**config.mk**
```make
export PLATFORM = sky130hd
export DESIGN_NAME = cpu_top
export DESIGN_NICKNAME = d
export VERILOG_FILES = /design/src/rtl/cpu_pkg.sv /design/src/rtl/stage_if.sv /design/src/rtl/cpu_top.sv /design/src/rtl/mem_wb_stage.sv /design/src/rtl/execute_stage.sv /design/src/rtl/reg_file.sv /design/src/rtl/decode_stage.sv /design/src/rtl/fetch_stage.sv
export SDC_FILE = /design/constraint.sdc
export NUM_CORES = 1
export LEC_CHECK = 0
export ABC_AREA = 1
export BUFFER_PORTS_ARGS = -buffer_cell sky130_fd_sc_hd__buf_2
export CAP_MARGIN = 20
export CELL_PAD_IN_SITES_DETAIL_PLACEMENT = 1
export CELL_PAD_IN_SITES_GLOBAL_PLACEMENT = 1
export CORE_ASPECT_RATIO = 1.75
export CORE_MARGIN = 3
export CORE_UTILIZATION = 46
export CTS_BUF_LIST = sky130_fd_sc_hd__clkbuf_4 sky130_fd_sc_hd__clkbuf_8
export DETAILED_ROUTE_END_ITERATION = 10
export PLACE_DENSITY_LB_ADDON = 0.12
export SYNTH_ARGS = -nofsm -noshare
export SYNTH_HDL_FRONTEND = slang
export SYNTH_SLANG_ARGS = --single-unit
export TNS_END_PERCENT = 30
```
**constraint.sdc**
```tcl
create_clock -name clk -period 8.95 [get_ports clk]
set_clock_uncertainty 0.15 [all_clocks]
set_input_delay 1.79 -clock clk [delete_from_list [all_inputs] [get_ports clk]]
set_output_delay 1.79 -clock clk [all_outputs]
set_load 0.005 [all_outputs]
```
**src/rtl/cpu_pkg.sv**
```systemverilog
package cpu_pkg;

	localparam int word_width = 16;
	localparam int reg_addr_width = 2;

	typedef logic [word_width-1:0] word_t;
	typedef logic [reg_addr_width-1:0] reg_addr_t;

	// instruction field positions
	localparam int opcode_msb = 15;
	localparam int opcode_lsb = 12;
	localparam int rs_msb = 11;
	localparam int rs_lsb = 10;
	localparam int rt_msb = 9;
	localparam int rt_lsb = 8;
	localparam int rd_msb = 7;
	localparam int rd_lsb = 6;
	localparam int func_msb = 5;
	localparam int func_lsb = 0;
	localparam int imm_msb = 7;
	localparam int imm_lsb = 0;
	localparam int target_msb = 11;
	localparam int target_lsb = 0;

	typedef enum logic [3:0] {
		op_adi = 4'd4,
		op_ori = 4'd5,
		op_lhi = 4'd6,
		op_lwd = 4'd7,
		op_swd = 4'd8,
		op_jmp = 4'd9,
		op_rtype = 4'd15
	} opcode_e;

	// function codes under op_rtype
	typedef enum logic [5:0] {
		fn_add = 6'd0,
		fn_sub = 6'd1,
		fn_and = 6'd2,
		fn_orr = 6'd3,
		fn_not = 6'd4,
		fn_wwd = 6'd28,
		fn_hlt = 6'd29
	} func_e;

	typedef enum logic [2:0] {
		alu_add,
		alu_sub,
		alu_and,
		alu_or,
		alu_not,
		alu_lhi,
		alu_pass_a
	} alu_op_e;

	// control word carried by every stage register
	typedef struct packed {
		logic valid;
		logic reg_write;
		logic mem_read;
		logic mem_write;
		logic mem_to_reg;
		logic use_imm;
		logic is_wwd;
		logic is_halt;
		alu_op_e alu_op;
		reg_addr_t dest;
	} ctrl_t;

endpackage
```
**src/rtl/stage_if.sv**
```systemverilog
`timescale 1ns/1ps

// writeback path, shared by the register file and MEM/WB forwarding
interface wb_if;
	import cpu_pkg::*;

	logic reg_write;
	reg_addr_t dest;
	word_t data;
	logic valid;

	modport source (
		output reg_write,
		output dest,
		output data,
		output valid
	);

	modport sink (
		input reg_write,
		input dest,
		input data,
		input valid
	);
endinterface

// EX/MEM register contents seen by the memory stage
interface ex_fwd_if;
	import cpu_pkg::*;

	ctrl_t ctrl;
	word_t result;
	word_t store_data;

	modport source (
		output ctrl,
		output result,
		output store_data
	);

	modport sink (
		input ctrl,
		input result,
		input store_data
	);
endinterface

```
**src/rtl/cpu_top.sv**
```systemverilog
`timescale 1ns/1ps

module cpu_top #(
	parameter cpu_pkg::word_t reset_pc = '0
) (
	input  logic clk,
	input  logic reset_n,
	output logic inst_read_o,
	output cpu_pkg::word_t inst_addr_o,
	input  cpu_pkg::word_t inst_data_i,
	output logic data_read_o,
	output logic data_write_o,
	output cpu_pkg::word_t data_addr_o,
	output cpu_pkg::word_t data_wdata_o,
	input  cpu_pkg::word_t data_rdata_i,
	output cpu_pkg::word_t num_inst_o,
	output cpu_pkg::word_t output_port_o,
	output logic is_halted_o
);

	// IF/ID
	cpu_pkg::word_t ifid_inst;
	cpu_pkg::word_t ifid_pc;
	logic ifid_valid;

	// decode to fetch
	logic stall;
	logic redirect;
	cpu_pkg::word_t target;
	logic halt_seen;

	// register file read side
	cpu_pkg::reg_addr_t raddr_a;
	cpu_pkg::reg_addr_t raddr_b;
	cpu_pkg::word_t rdata_a;
	cpu_pkg::word_t rdata_b;

	// ID/EX
	cpu_pkg::ctrl_t idex_ctrl;
	cpu_pkg::word_t idex_a;
	cpu_pkg::word_t idex_b;
	cpu_pkg::word_t idex_imm;
	cpu_pkg::reg_addr_t idex_rs;
	cpu_pkg::reg_addr_t idex_rt;

	wb_if wb_bus ();
	ex_fwd_if exm_bus ();

	fetch_stage #(
		.reset_pc(reset_pc)
	) u_fetch (
		.clk(clk),
		.reset_n(reset_n),
		.inst_data_i(inst_data_i),
		.stall_i(stall),
		.redirect_i(redirect),
		.target_i(target),
		.halt_seen_i(halt_seen),
		.inst_read_o(inst_read_o),
		.inst_addr_o(inst_addr_o),
		.ifid_inst_o(ifid_inst),
		.ifid_pc_o(ifid_pc),
		.ifid_valid_o(ifid_valid)
	);

	decode_stage u_decode (
		.clk(clk),
		.reset_n(reset_n),
		.ifid_inst_i(ifid_inst),
		.ifid_pc_i(ifid_pc),
		.ifid_valid_i(ifid_valid),
		.rdata_a_i(rdata_a),
		.rdata_b_i(rdata_b),
		.raddr_a_o(raddr_a),
		.raddr_b_o(raddr_b),
		.stall_o(stall),
		.redirect_o(redirect),
		.target_o(target),
		.halt_seen_o(halt_seen),
		.idex_ctrl_o(idex_ctrl),
		.idex_a_o(idex_a),
		.idex_b_o(idex_b),
		.idex_imm_o(idex_imm),
		.idex_rs_o(idex_rs),
		.idex_rt_o(idex_rt)
	);

	reg_file u_regs (
		.clk(clk),
		.reset_n(reset_n),
		.raddr_a_i(raddr_a),
		.raddr_b_i(raddr_b),
		.wb(wb_bus.sink),
		.rdata_a_o(rdata_a),
		.rdata_b_o(rdata_b)
	);

	execute_stage u_execute (
		.clk(clk),
		.reset_n(reset_n),
		.idex_ctrl_i(idex_ctrl),
		.idex_a_i(idex_a),
		.idex_b_i(idex_b),
		.idex_imm_i(idex_imm),
		.idex_rs_i(idex_rs),
		.idex_rt_i(idex_rt),
		.wb(wb_bus.sink),
		.exm(exm_bus.source)
	);

	mem_wb_stage u_mem_wb (
		.clk(clk),
		.reset_n(reset_n),
		.data_rdata_i(data_rdata_i),
		.exm(exm_bus.sink),
		.data_read_o(data_read_o),
		.data_write_o(data_write_o),
		.data_addr_o(data_addr_o),
		.data_wdata_o(data_wdata_o),
		.wb(wb_bus.source),
		.num_inst_o(num_inst_o),
		.output_port_o(output_port_o),
		.is_halted_o(is_halted_o)
	);

endmodule

```
**src/rtl/mem_wb_stage.sv**
```systemverilog
`timescale 1ns/1ps

module mem_wb_stage (
	input  logic clk,
	input  logic reset_n,
	input  cpu_pkg::word_t data_rdata_i,
	ex_fwd_if.sink exm,
	output logic data_read_o,
	output logic data_write_o,
	output cpu_pkg::word_t data_addr_o,
	output cpu_pkg::word_t data_wdata_o,
	wb_if.source wb,
	output cpu_pkg::word_t num_inst_o,
	output cpu_pkg::word_t output_port_o,
	output logic is_halted_o
);
	import cpu_pkg::*;

	ctrl_t wb_ctrl_q;
	word_t wb_data_q;
	word_t mem_result;

	// data memory answers in the same cycle
	assign data_read_o = exm.ctrl.valid & exm.ctrl.mem_read;
	assign data_write_o = exm.ctrl.valid & exm.ctrl.mem_write;
	assign data_addr_o = exm.result;
	assign data_wdata_o = exm.store_data;

	assign mem_result = exm.ctrl.mem_to_reg ? data_rdata_i : exm.result;

	always_ff @(posedge clk) begin
		if (!reset_n)
			wb_ctrl_q <= '0;
		else
			wb_ctrl_q <= exm.ctrl;
	end

	always_ff @(posedge clk) begin
		wb_data_q <= mem_result;
	end

	assign wb.reg_write = wb_ctrl_q.reg_write;
	assign wb.dest = wb_ctrl_q.dest;
	assign wb.data = wb_data_q;
	assign wb.valid = wb_ctrl_q.valid;

	// retirement at the end of the writeback cycle
	always_ff @(posedge clk) begin
		if (!reset_n) begin
			num_inst_o <= '0;
			output_port_o <= '0;
			is_halted_o <= 1'b0;
		end else if (wb_ctrl_q.valid) begin
			num_inst_o <= num_inst_o + word_t'(1);
			if (wb_ctrl_q.is_wwd)
				output_port_o <= wb_data_q;
			// sticky until reset
			if (wb_ctrl_q.is_halt)
				is_halted_o <= 1'b1;
		end
	end

endmodule

```
**src/rtl/execute_stage.sv**
```systemverilog
`timescale 1ns/1ps

module execute_stage (
	input  logic clk,
	input  logic reset_n,
	input  cpu_pkg::ctrl_t idex_ctrl_i,
	input  cpu_pkg::word_t idex_a_i,
	input  cpu_pkg::word_t idex_b_i,
	input  cpu_pkg::word_t idex_imm_i,
	input  cpu_pkg::reg_addr_t idex_rs_i,
	input  cpu_pkg::reg_addr_t idex_rt_i,
	wb_if.sink wb,
	ex_fwd_if.source exm
);
	import cpu_pkg::*;

	ctrl_t ex_ctrl_q;
	word_t ex_result_q;
	word_t ex_store_q;
	logic ex_ok;
	logic wb_ok;
	word_t op_a;
	word_t fwd_b;
	word_t op_b;
	word_t alu_out;

	// EX/MEM wins over MEM/WB, which wins over the register value
	function automatic word_t forward(
		input reg_addr_t src,
		input word_t reg_val,
		input logic ex_hit_ok,
		input reg_addr_t ex_dest,
		input word_t ex_val,
		input logic wb_hit_ok,
		input reg_addr_t wb_dest,
		input word_t wb_val
	);
		if (ex_hit_ok && ex_dest == src)
			return ex_val;
		else if (wb_hit_ok && wb_dest == src)
			return wb_val;
		return reg_val;
	endfunction

	// a load in EX/MEM has no data yet, the stall keeps it out of reach
	assign ex_ok = ex_ctrl_q.valid & ex_ctrl_q.reg_write & ~ex_ctrl_q.mem_read;
	assign wb_ok = wb.valid & wb.reg_write;

	assign op_a = forward(idex_rs_i, idex_a_i, ex_ok, ex_ctrl_q.dest, ex_result_q,
		wb_ok, wb.dest, wb.data);
	assign fwd_b = forward(idex_rt_i, idex_b_i, ex_ok, ex_ctrl_q.dest, ex_result_q,
		wb_ok, wb.dest, wb.data);
	assign op_b = idex_ctrl_i.use_imm ? idex_imm_i : fwd_b;

	always_comb begin
		case (idex_ctrl_i.alu_op)
			alu_add: alu_out = op_a + op_b;
			alu_sub: alu_out = op_a - op_b;
			alu_and: alu_out = op_a & op_b;
			alu_or: alu_out = op_a | op_b;
			alu_not: alu_out = ~op_a;
			alu_lhi: alu_out = op_b;
			default: alu_out = op_a;
		endcase
	end

	always_ff @(posedge clk) begin
		if (!reset_n)
			ex_ctrl_q <= '0;
		else
			ex_ctrl_q <= idex_ctrl_i;
	end

	always_ff @(posedge clk) begin
		ex_result_q <= alu_out;
		ex_store_q <= fwd_b;
	end

	assign exm.ctrl = ex_ctrl_q;
	assign exm.result = ex_result_q;
	assign exm.store_data = ex_store_q;

endmodule

```
**src/rtl/reg_file.sv**
```systemverilog
`timescale 1ns/1ps

module reg_file (
	input  logic clk,
	input  logic reset_n,
	input  cpu_pkg::reg_addr_t raddr_a_i,
	input  cpu_pkg::reg_addr_t raddr_b_i,
	wb_if.sink wb,
	output cpu_pkg::word_t rdata_a_o,
	output cpu_pkg::word_t rdata_b_o
);
	import cpu_pkg::*;

	localparam int num_regs = 2 ** reg_addr_width;

	word_t regs [num_regs];
	logic wr_en;

	assign wr_en = wb.valid & wb.reg_write;

	always_ff @(posedge clk) begin
		if (!reset_n) begin
			for (int i = 0; i < num_regs; i++)
				regs[i] <= '0;
		end else if (wr_en) begin
			regs[wb.dest] <= wb.data;
		end
	end

	// same-cycle writeback is visible to decode
	assign rdata_a_o = (wr_en && wb.dest == raddr_a_i) ? wb.data : regs[raddr_a_i];
	assign rdata_b_o = (wr_en && wb.dest == raddr_b_i) ? wb.data : regs[raddr_b_i];

endmodule

```
**src/rtl/decode_stage.sv**
```systemverilog
`timescale 1ns/1ps

module decode_stage (
	input  logic clk,
	input  logic reset_n,
	input  cpu_pkg::word_t ifid_inst_i,
	input  cpu_pkg::word_t ifid_pc_i,
	input  logic ifid_valid_i,
	input  cpu_pkg::word_t rdata_a_i,
	input  cpu_pkg::word_t rdata_b_i,
	output cpu_pkg::reg_addr_t raddr_a_o,
	output cpu_pkg::reg_addr_t raddr_b_o,
	output logic stall_o,
	output logic redirect_o,
	output cpu_pkg::word_t target_o,
	output logic halt_seen_o,
	output cpu_pkg::ctrl_t idex_ctrl_o,
	output cpu_pkg::word_t idex_a_o,
	output cpu_pkg::word_t idex_b_o,
	output cpu_pkg::word_t idex_imm_o,
	output cpu_pkg::reg_addr_t idex_rs_o,
	output cpu_pkg::reg_addr_t idex_rt_o
);
	import cpu_pkg::*;

	localparam int imm_width = imm_msb - imm_lsb + 1;

	opcode_e opcode;
	func_e func;
	reg_addr_t rs;
	reg_addr_t rt;
	reg_addr_t rd;
	logic [imm_width-1:0] imm8;
	word_t imm;
	ctrl_t ctrl;
	logic uses_a;
	logic uses_b;
	logic halt_now;
	logic halt_q;

	assign opcode = opcode_e'(ifid_inst_i[opcode_msb:opcode_lsb]);
	assign func = func_e'(ifid_inst_i[func_msb:func_lsb]);
	assign rs = ifid_inst_i[rs_msb:rs_lsb];
	assign rt = ifid_inst_i[rt_msb:rt_lsb];
	assign rd = ifid_inst_i[rd_msb:rd_lsb];
	assign imm8 = ifid_inst_i[imm_msb:imm_lsb];

	assign raddr_a_o = rs;
	assign raddr_b_o = rt;

	always_comb begin
		ctrl = '0;
		ctrl.alu_op = alu_add;
		uses_a = 1'b0;
		uses_b = 1'b0;
		case (opcode)
			op_adi, op_ori, op_lwd: begin
				ctrl.reg_write = 1'b1;
				ctrl.use_imm = 1'b1;
				ctrl.dest = rt;
				uses_a = 1'b1;
				if (opcode == op_ori)
					ctrl.alu_op = alu_or;
				if (opcode == op_lwd) begin
					ctrl.mem_read = 1'b1;
					ctrl.mem_to_reg = 1'b1;
				end
			end
			op_lhi: begin
				ctrl.reg_write = 1'b1;
				ctrl.use_imm = 1'b1;
				ctrl.alu_op = alu_lhi;
				ctrl.dest = rt;
			end
			op_swd: begin
				ctrl.mem_write = 1'b1;
				ctrl.use_imm = 1'b1;
				uses_a = 1'b1;
				uses_b = 1'b1;
			end
			op_rtype: begin
				uses_a = 1'b1;
				ctrl.dest = rd;
				case (func)
					fn_add, fn_sub, fn_and, fn_orr: begin
						ctrl.reg_write = 1'b1;
						uses_b = 1'b1;
						ctrl.alu_op = (func == fn_add) ? alu_add :
							(func == fn_sub) ? alu_sub :
							(func == fn_and) ? alu_and : alu_or;
					end
					fn_not: begin
						ctrl.reg_write = 1'b1;
						ctrl.alu_op = alu_not;
					end
					fn_wwd: begin
						ctrl.is_wwd = 1'b1;
						ctrl.alu_op = alu_pass_a;
					end
					fn_hlt: begin
						ctrl.is_halt = 1'b1;
						uses_a = 1'b0;
					end
					default: uses_a = 1'b0;
				endcase
			end
			default: ;
		endcase
		ctrl.valid = ifid_valid_i;
		if (!ifid_valid_i)
			ctrl = '0;
	end

	// ORI zero-extends, LHI fills the high byte, the rest sign-extend
	always_comb begin
		case (opcode)
			op_ori: imm = {{(word_width-imm_width){1'b0}}, imm8};
			op_lhi: imm = {imm8, {(word_width-imm_width){1'b0}}};
			default: imm = {{(word_width-imm_width){imm8[imm_width-1]}}, imm8};
		endcase
	end

	// load in EX whose result this instruction needs
	assign stall_o = ifid_valid_i && idex_ctrl_o.valid && idex_ctrl_o.mem_read &&
		((uses_a && idex_ctrl_o.dest == rs) || (uses_b && idex_ctrl_o.dest == rt));

	assign redirect_o = ifid_valid_i && opcode == op_jmp;
	assign target_o = {ifid_pc_i[word_width-1:target_msb+1], ifid_inst_i[target_msb:target_lsb]};

	assign halt_now = ctrl.is_halt;
	assign halt_seen_o = halt_q | halt_now;

	always_ff @(posedge clk) begin
		if (!reset_n) begin
			halt_q <= 1'b0;
			idex_ctrl_o <= '0;
		end else begin
			halt_q <= halt_seen_o;
			idex_ctrl_o <= stall_o ? '0 : ctrl;
		end
	end

	// ID/EX payload
	always_ff @(posedge clk) begin
		idex_a_o <= rdata_a_i;
		idex_b_o <= rdata_b_i;
		idex_imm_o <= imm;
		idex_rs_o <= rs;
		idex_rt_o <= rt;
	end

endmodule

```
**src/rtl/fetch_stage.sv**
```systemverilog
`timescale 1ns/1ps

module fetch_stage #(
	parameter cpu_pkg::word_t reset_pc = '0
) (
	input  logic clk,
	input  logic reset_n,
	input  cpu_pkg::word_t inst_data_i,
	input  logic stall_i,
	input  logic redirect_i,
	input  cpu_pkg::word_t target_i,
	input  logic halt_seen_i,
	output logic inst_read_o,
	output cpu_pkg::word_t inst_addr_o,
	output cpu_pkg::word_t ifid_inst_o,
	output cpu_pkg::word_t ifid_pc_o,
	output logic ifid_valid_o
);
	import cpu_pkg::*;

	word_t pc;
	// first cycle after reset has no fetch
	logic fetch_on;

	assign inst_addr_o = pc;
	assign inst_read_o = fetch_on & ~halt_seen_i;

	always_ff @(posedge clk) begin
		if (!reset_n) begin
			pc <= reset_pc;
			fetch_on <= 1'b0;
			ifid_valid_o <= 1'b0;
		end else begin
			fetch_on <= 1'b1;
			if (redirect_i) begin
				// jump resolved in decode, squash the slot behind it
				pc <= target_i;
				ifid_valid_o <= 1'b0;
			end else if (halt_seen_i || !fetch_on) begin
				ifid_valid_o <= 1'b0;
			end else if (!stall_i) begin
				pc <= pc + word_t'(1);
				ifid_valid_o <= 1'b1;
			end
		end
	end

	// IF/ID payload
	always_ff @(posedge clk) begin
		if (!stall_i) begin
			ifid_inst_o <= inst_data_i;
			ifid_pc_o <= pc;
		end
	end

endmodule

```
==> run_results.csv <==
group,metric,value,unit
timing,post-route-period-util,0.5643,
final_layout,finalNetCount,1750,
cts,clk_latency,0.56,ns
die,initial_utilization,0.4685,
yosys,netlist-cell-type-count,59,
worst_setup_path,crit_path_frequent_cell,"nand3_1",
worst_setup_path,startpoint_type,"register",
final_layout,drive_gt1_frac,0.1623,
drt,vias,11376,
worst_setup_path,critPathBufInv,4,
yosys,ys_ff_latch,266,
drt,dr.pass1.iters,4,
cts,postCtsSetupRepairBufs,0,
min_path,hp-class,"reg2reg",
yosys,synth.cell_area,0.01280,mm²
global_routing,grt_pass1_wl,64640,µm
timing,setup_viol,0,
timing,worst_pin_slew,1.046,ns
cts,cts_buffers,40,
die,fp.dieW,132.1,µm
cts,h-tree-depth,2,
worst_setup_path,cp_slowest_cell,"dfxtp_1",
global_routing,grt_pass1_vias,11861,
die,io_pins,118,
worst_setup_path,cpLargestDelayFamily,"simple AND/OR/NAND/NOR gates",
yosys,ys_seq_area_frac,0.4816,
yosys,synth_top_area_frac,0.2846,
drt,drtIter0Drc,433,
worst_setup_path,arrival,5.32,ns
cts,cts_num_sinks,266,
cts,post_cts_resized,0,
cts,clockBufferDepth,3,
yosys,yosysWarnings,0,
worst_setup_path,cp_max_fo,15,
timing,rsz0062_at_grt,"no",
pwr,power_density,208.3,mW/mm²
drt,finalWirelength,40950,µm
run_status,status,"finished, final reports clean",
place,dpl.hpwl,31440,µm
cts,clk_pin_slew_worst_paths,0.07,ns
global_routing,antenna_found_initial,0,
timing,hold_viol,0,
timing,max_freq,198.0,MHz
place,numPortBuffers,117,
final_layout,areaGrowthSynthToFinish,13.72,%
cts,ctsHoldBuffers,0,
yosys,synth_largest_area_cell,"dfxtp_1",
worst_setup_path,crit_path_end_kind,"register",
yosys,synthesis.nets,1650,
drt,viasPerCell,5.433,
cts,cts_root_buf,"clkbuf_8",
die,core-area,0.02733,mm²
yosys,synthCells,1595,
global_routing,grt_max_degree,65,
worst_setup_path,worstSetupPathType,"reg2reg",
die,fp.dieArea,0.02995,mm²
pwr,power.leakage,0.006532,µW
yosys,synth.area.top_cells,"dfxtp_1, edfxtp_1, nand2_1, inv_1, o21ai_0",
yosys,syn_area_per_cell,8.027,µm²
timing,max_slew_margin,0.3027,
cts,cts_tree,"done",
die,rows,80,
final_layout,num_antenna_cells,0,
global_routing,gr-total-overflow,0,
drt,antenna_left,0,
drt,remaining_drc_errors,0,
pwr,power,3033,µW
timing,finalMaxSlewViolations,0,
global_routing,grt.total_usage,0.2717,
place,gp_congestion,0.9637,
timing,fin_setup_tns,0,ns
worst_setup_path,critical_path_required,9.22,ns
timing,period_needed,5.050,ns
worst_setup_path,cpPeakStageDelay,0.59,ns
pwr,ir_worst_vdd,135.6,µV
flow_run,cap_violations,0,
die,die_h,226.7,µm
drt,routedWlPerCell,19.56,µm
==> path summary, 6_finish.rpt <==
| kind | from | endpoint | slack (ns) | cells after the start |
|---|---|---|---|---|
| setup / recovery | u_mem_wb.wb.valid | u_execute.exm.result[12] | 3.90 | 25 |
| hold / removal | u_execute.exm.ctrl[5] | u_mem_wb.wb_ctrl_q[5] | 0.27 | 2 |
| setup reg to reg | u_mem_wb.wb.valid | u_execute.exm.result[12] | 3.90 | 25 |
| hold reg to reg | u_execute.exm.ctrl[5] | u_mem_wb.wb_ctrl_q[5] | 0.27 | 2 |
==> area by class of cell <==
cell class,count,area [µm²]
fillers,3428,12770
flip-flops and latches,266,6168
multi-input cells,1050,5540
inverters,209,784.5
clock buffers,56,726.9
repair buffers,128,715.7
well taps,369,461.7
clock inverters,16,162.7
==> report_power, final <==
part | leakage [µW] | internal [µW] | switching (µW)
Sequential | 0.00239 | 1350 | 88.4
Combinational | 0.00368 | 156 | 339
Clock | 0.000466 | 616 | 488
Total | 0.00653 | 2120 | 915
==> state kept, by name (all words and copies together) (netlist names), 2 cells and up, named ones only <==
| register | count |
|---|---|
| u_decode.idex_ctrl_o | 12 |
| u_regs.regs | 64 |
| u_execute.exm.result | 16 |
| u_decode.idex_imm_o | 16 |
| u_execute.exm.store_data | 16 |
| u_fetch.ifid_inst_o | 16 |
| u_decode.idex_a_o | 16 |
| u_mem_wb.wb.dest | 2 |
| u_mem_wb.wb_ctrl_q | 2 |
| u_decode.idex_b_o | 16 |
| u_fetch.inst_addr_o | 16 |
| u_mem_wb.num_inst_o | 16 |
| u_decode.idex_rs_o | 2 |
| u_decode.idex_rt_o | 2 |
| u_mem_wb.wb.data | 16 |
| u_execute.exm.ctrl | 8 |
| u_mem_wb.output_port_o | 16 |
| u_fetch.ifid_pc_o | 4 |
==> placed cells by master (no fill, tap or decap), types with 3 or more instances in the layout <==
master,instances
inv_2,7
bufinv_16,3
a31oi_1,37
a221oi_1,8
a21o_1,3
or2_2,19
o211ai_1,35
xor2_1,24
buf_2,117
o21a_1,3
clkinv_1,3
o22ai_1,10
nand4_1,20
o2111ai_1,5
o31ai_1,5
o21ai_2,3
nand2_1,271
ha_1,20
clkbuf_4,7
clkinvlp_4,3
xnor2_1,9
nor2_1,158
nor2_2,3
a21oi_1,104
o21ai_0,127
clkbuf_8,49
inv_1,199
dfxtp_1,180
nand2_2,24
o221ai_1,6
nand3_2,12
edfxtp_1,84
nand3_1,77
buf_4,8
nor3_2,3
clkinv_2,10
nor3_1,35
==> worst register-to-register path: stages, from the launching register on <==
cell	delay (ns)
dfxtp_1	0.59
nand2_2	0.17
inv_2	0.15
nand3_2	0.37
nand2_4	0.35
nand3_1	0.14
nand3_1	0.11
nand2_2	0.10
ha_1	0.30
inv_1	0.05
o21ai_0	0.14
fa_1	0.42
inv_1	0.11
nand3_1	0.08
nand2_1	0.11
nand2_1	0.09
a31oi_1	0.35
inv_1	0.08
nor2_1	0.14
nor2_1	0.08
o21ai_0	0.31
nand3_1	0.20
nand2_1	0.11
nand2_1	0.05
nand3_1	0.07
nand4_1	0.08
==> metal layers <==
layer | track usage | routed length (µm) | up-vias
li1 | - | - | 5545
met1 | 0.2904 | 15750 | 5482
met2 | 0.5113 | 21520 | 247
met3 | 0.03486 | 1245 | 102
met4 | 0.1553 | 2434 | 0
met5 | 0 | 0 | -
==> kinds of logic after synthesis <==
kind of cell,count (synthesis),synth area share
xor+xnor,33,0.02257
buf+inv,279,0.08668
mux,2,0.001564
simple gates,634,0.2225
compound gates,360,0.1640
fa+ha+maj,21,0.02111
flops,266,0.4816
==> Yosys cell counts, drive strengths merged <==
cell     number
a21o          3
and2          1
a211oi        1
nand3b        1
a21oi       104
a221oi        9
o21bai        2
nor4          2
mux2i         2
ha           20
nor3b         1
and3          1
inv         206
a31oi        37
nand4        20
clkinv        3
fa            1
o211ai       35
xnor2         9
o311ai        1
o31a          1
a22oi         2
xor2         24
o221ai        6
a211o         2
a31o          1
clkbuf       47
o21a          3
nor2        163
buf          23
or2          20
edfxtp       84
o22ai        10
nand3        90
dfxtp       182
nor4b         1
nor3         38
o2111ai       5
nand2       296
o31ai         6
o21ai       131
a32o          1
==> through the flow <==
| stage | area, µm² | utilization | worst slack, ns | hold slack, ns | cells |
|---|---|---|---|---|---|
| final | 14560 | 0.5328 | 3.900 | 0.2684 | 2094 |
| after global routing | 14560 | 0.5328 | 3.527 | 0.2999 | 2094 |
| after CTS | 14510 | 0.5308 | 3.898 | 0.2699 | 2092 |
| after detailed placement | 13620 | 0.4983 | 3.567 | 0.2565 | 2020 |
| after global placement | 13600 | 0.4977 | 3.745 | 0.2539 | 2019 |
| after floorplan | 12800 | - | 5.287 | 0.2405 | 1595 |
Power figures use the tool's default switching activity.
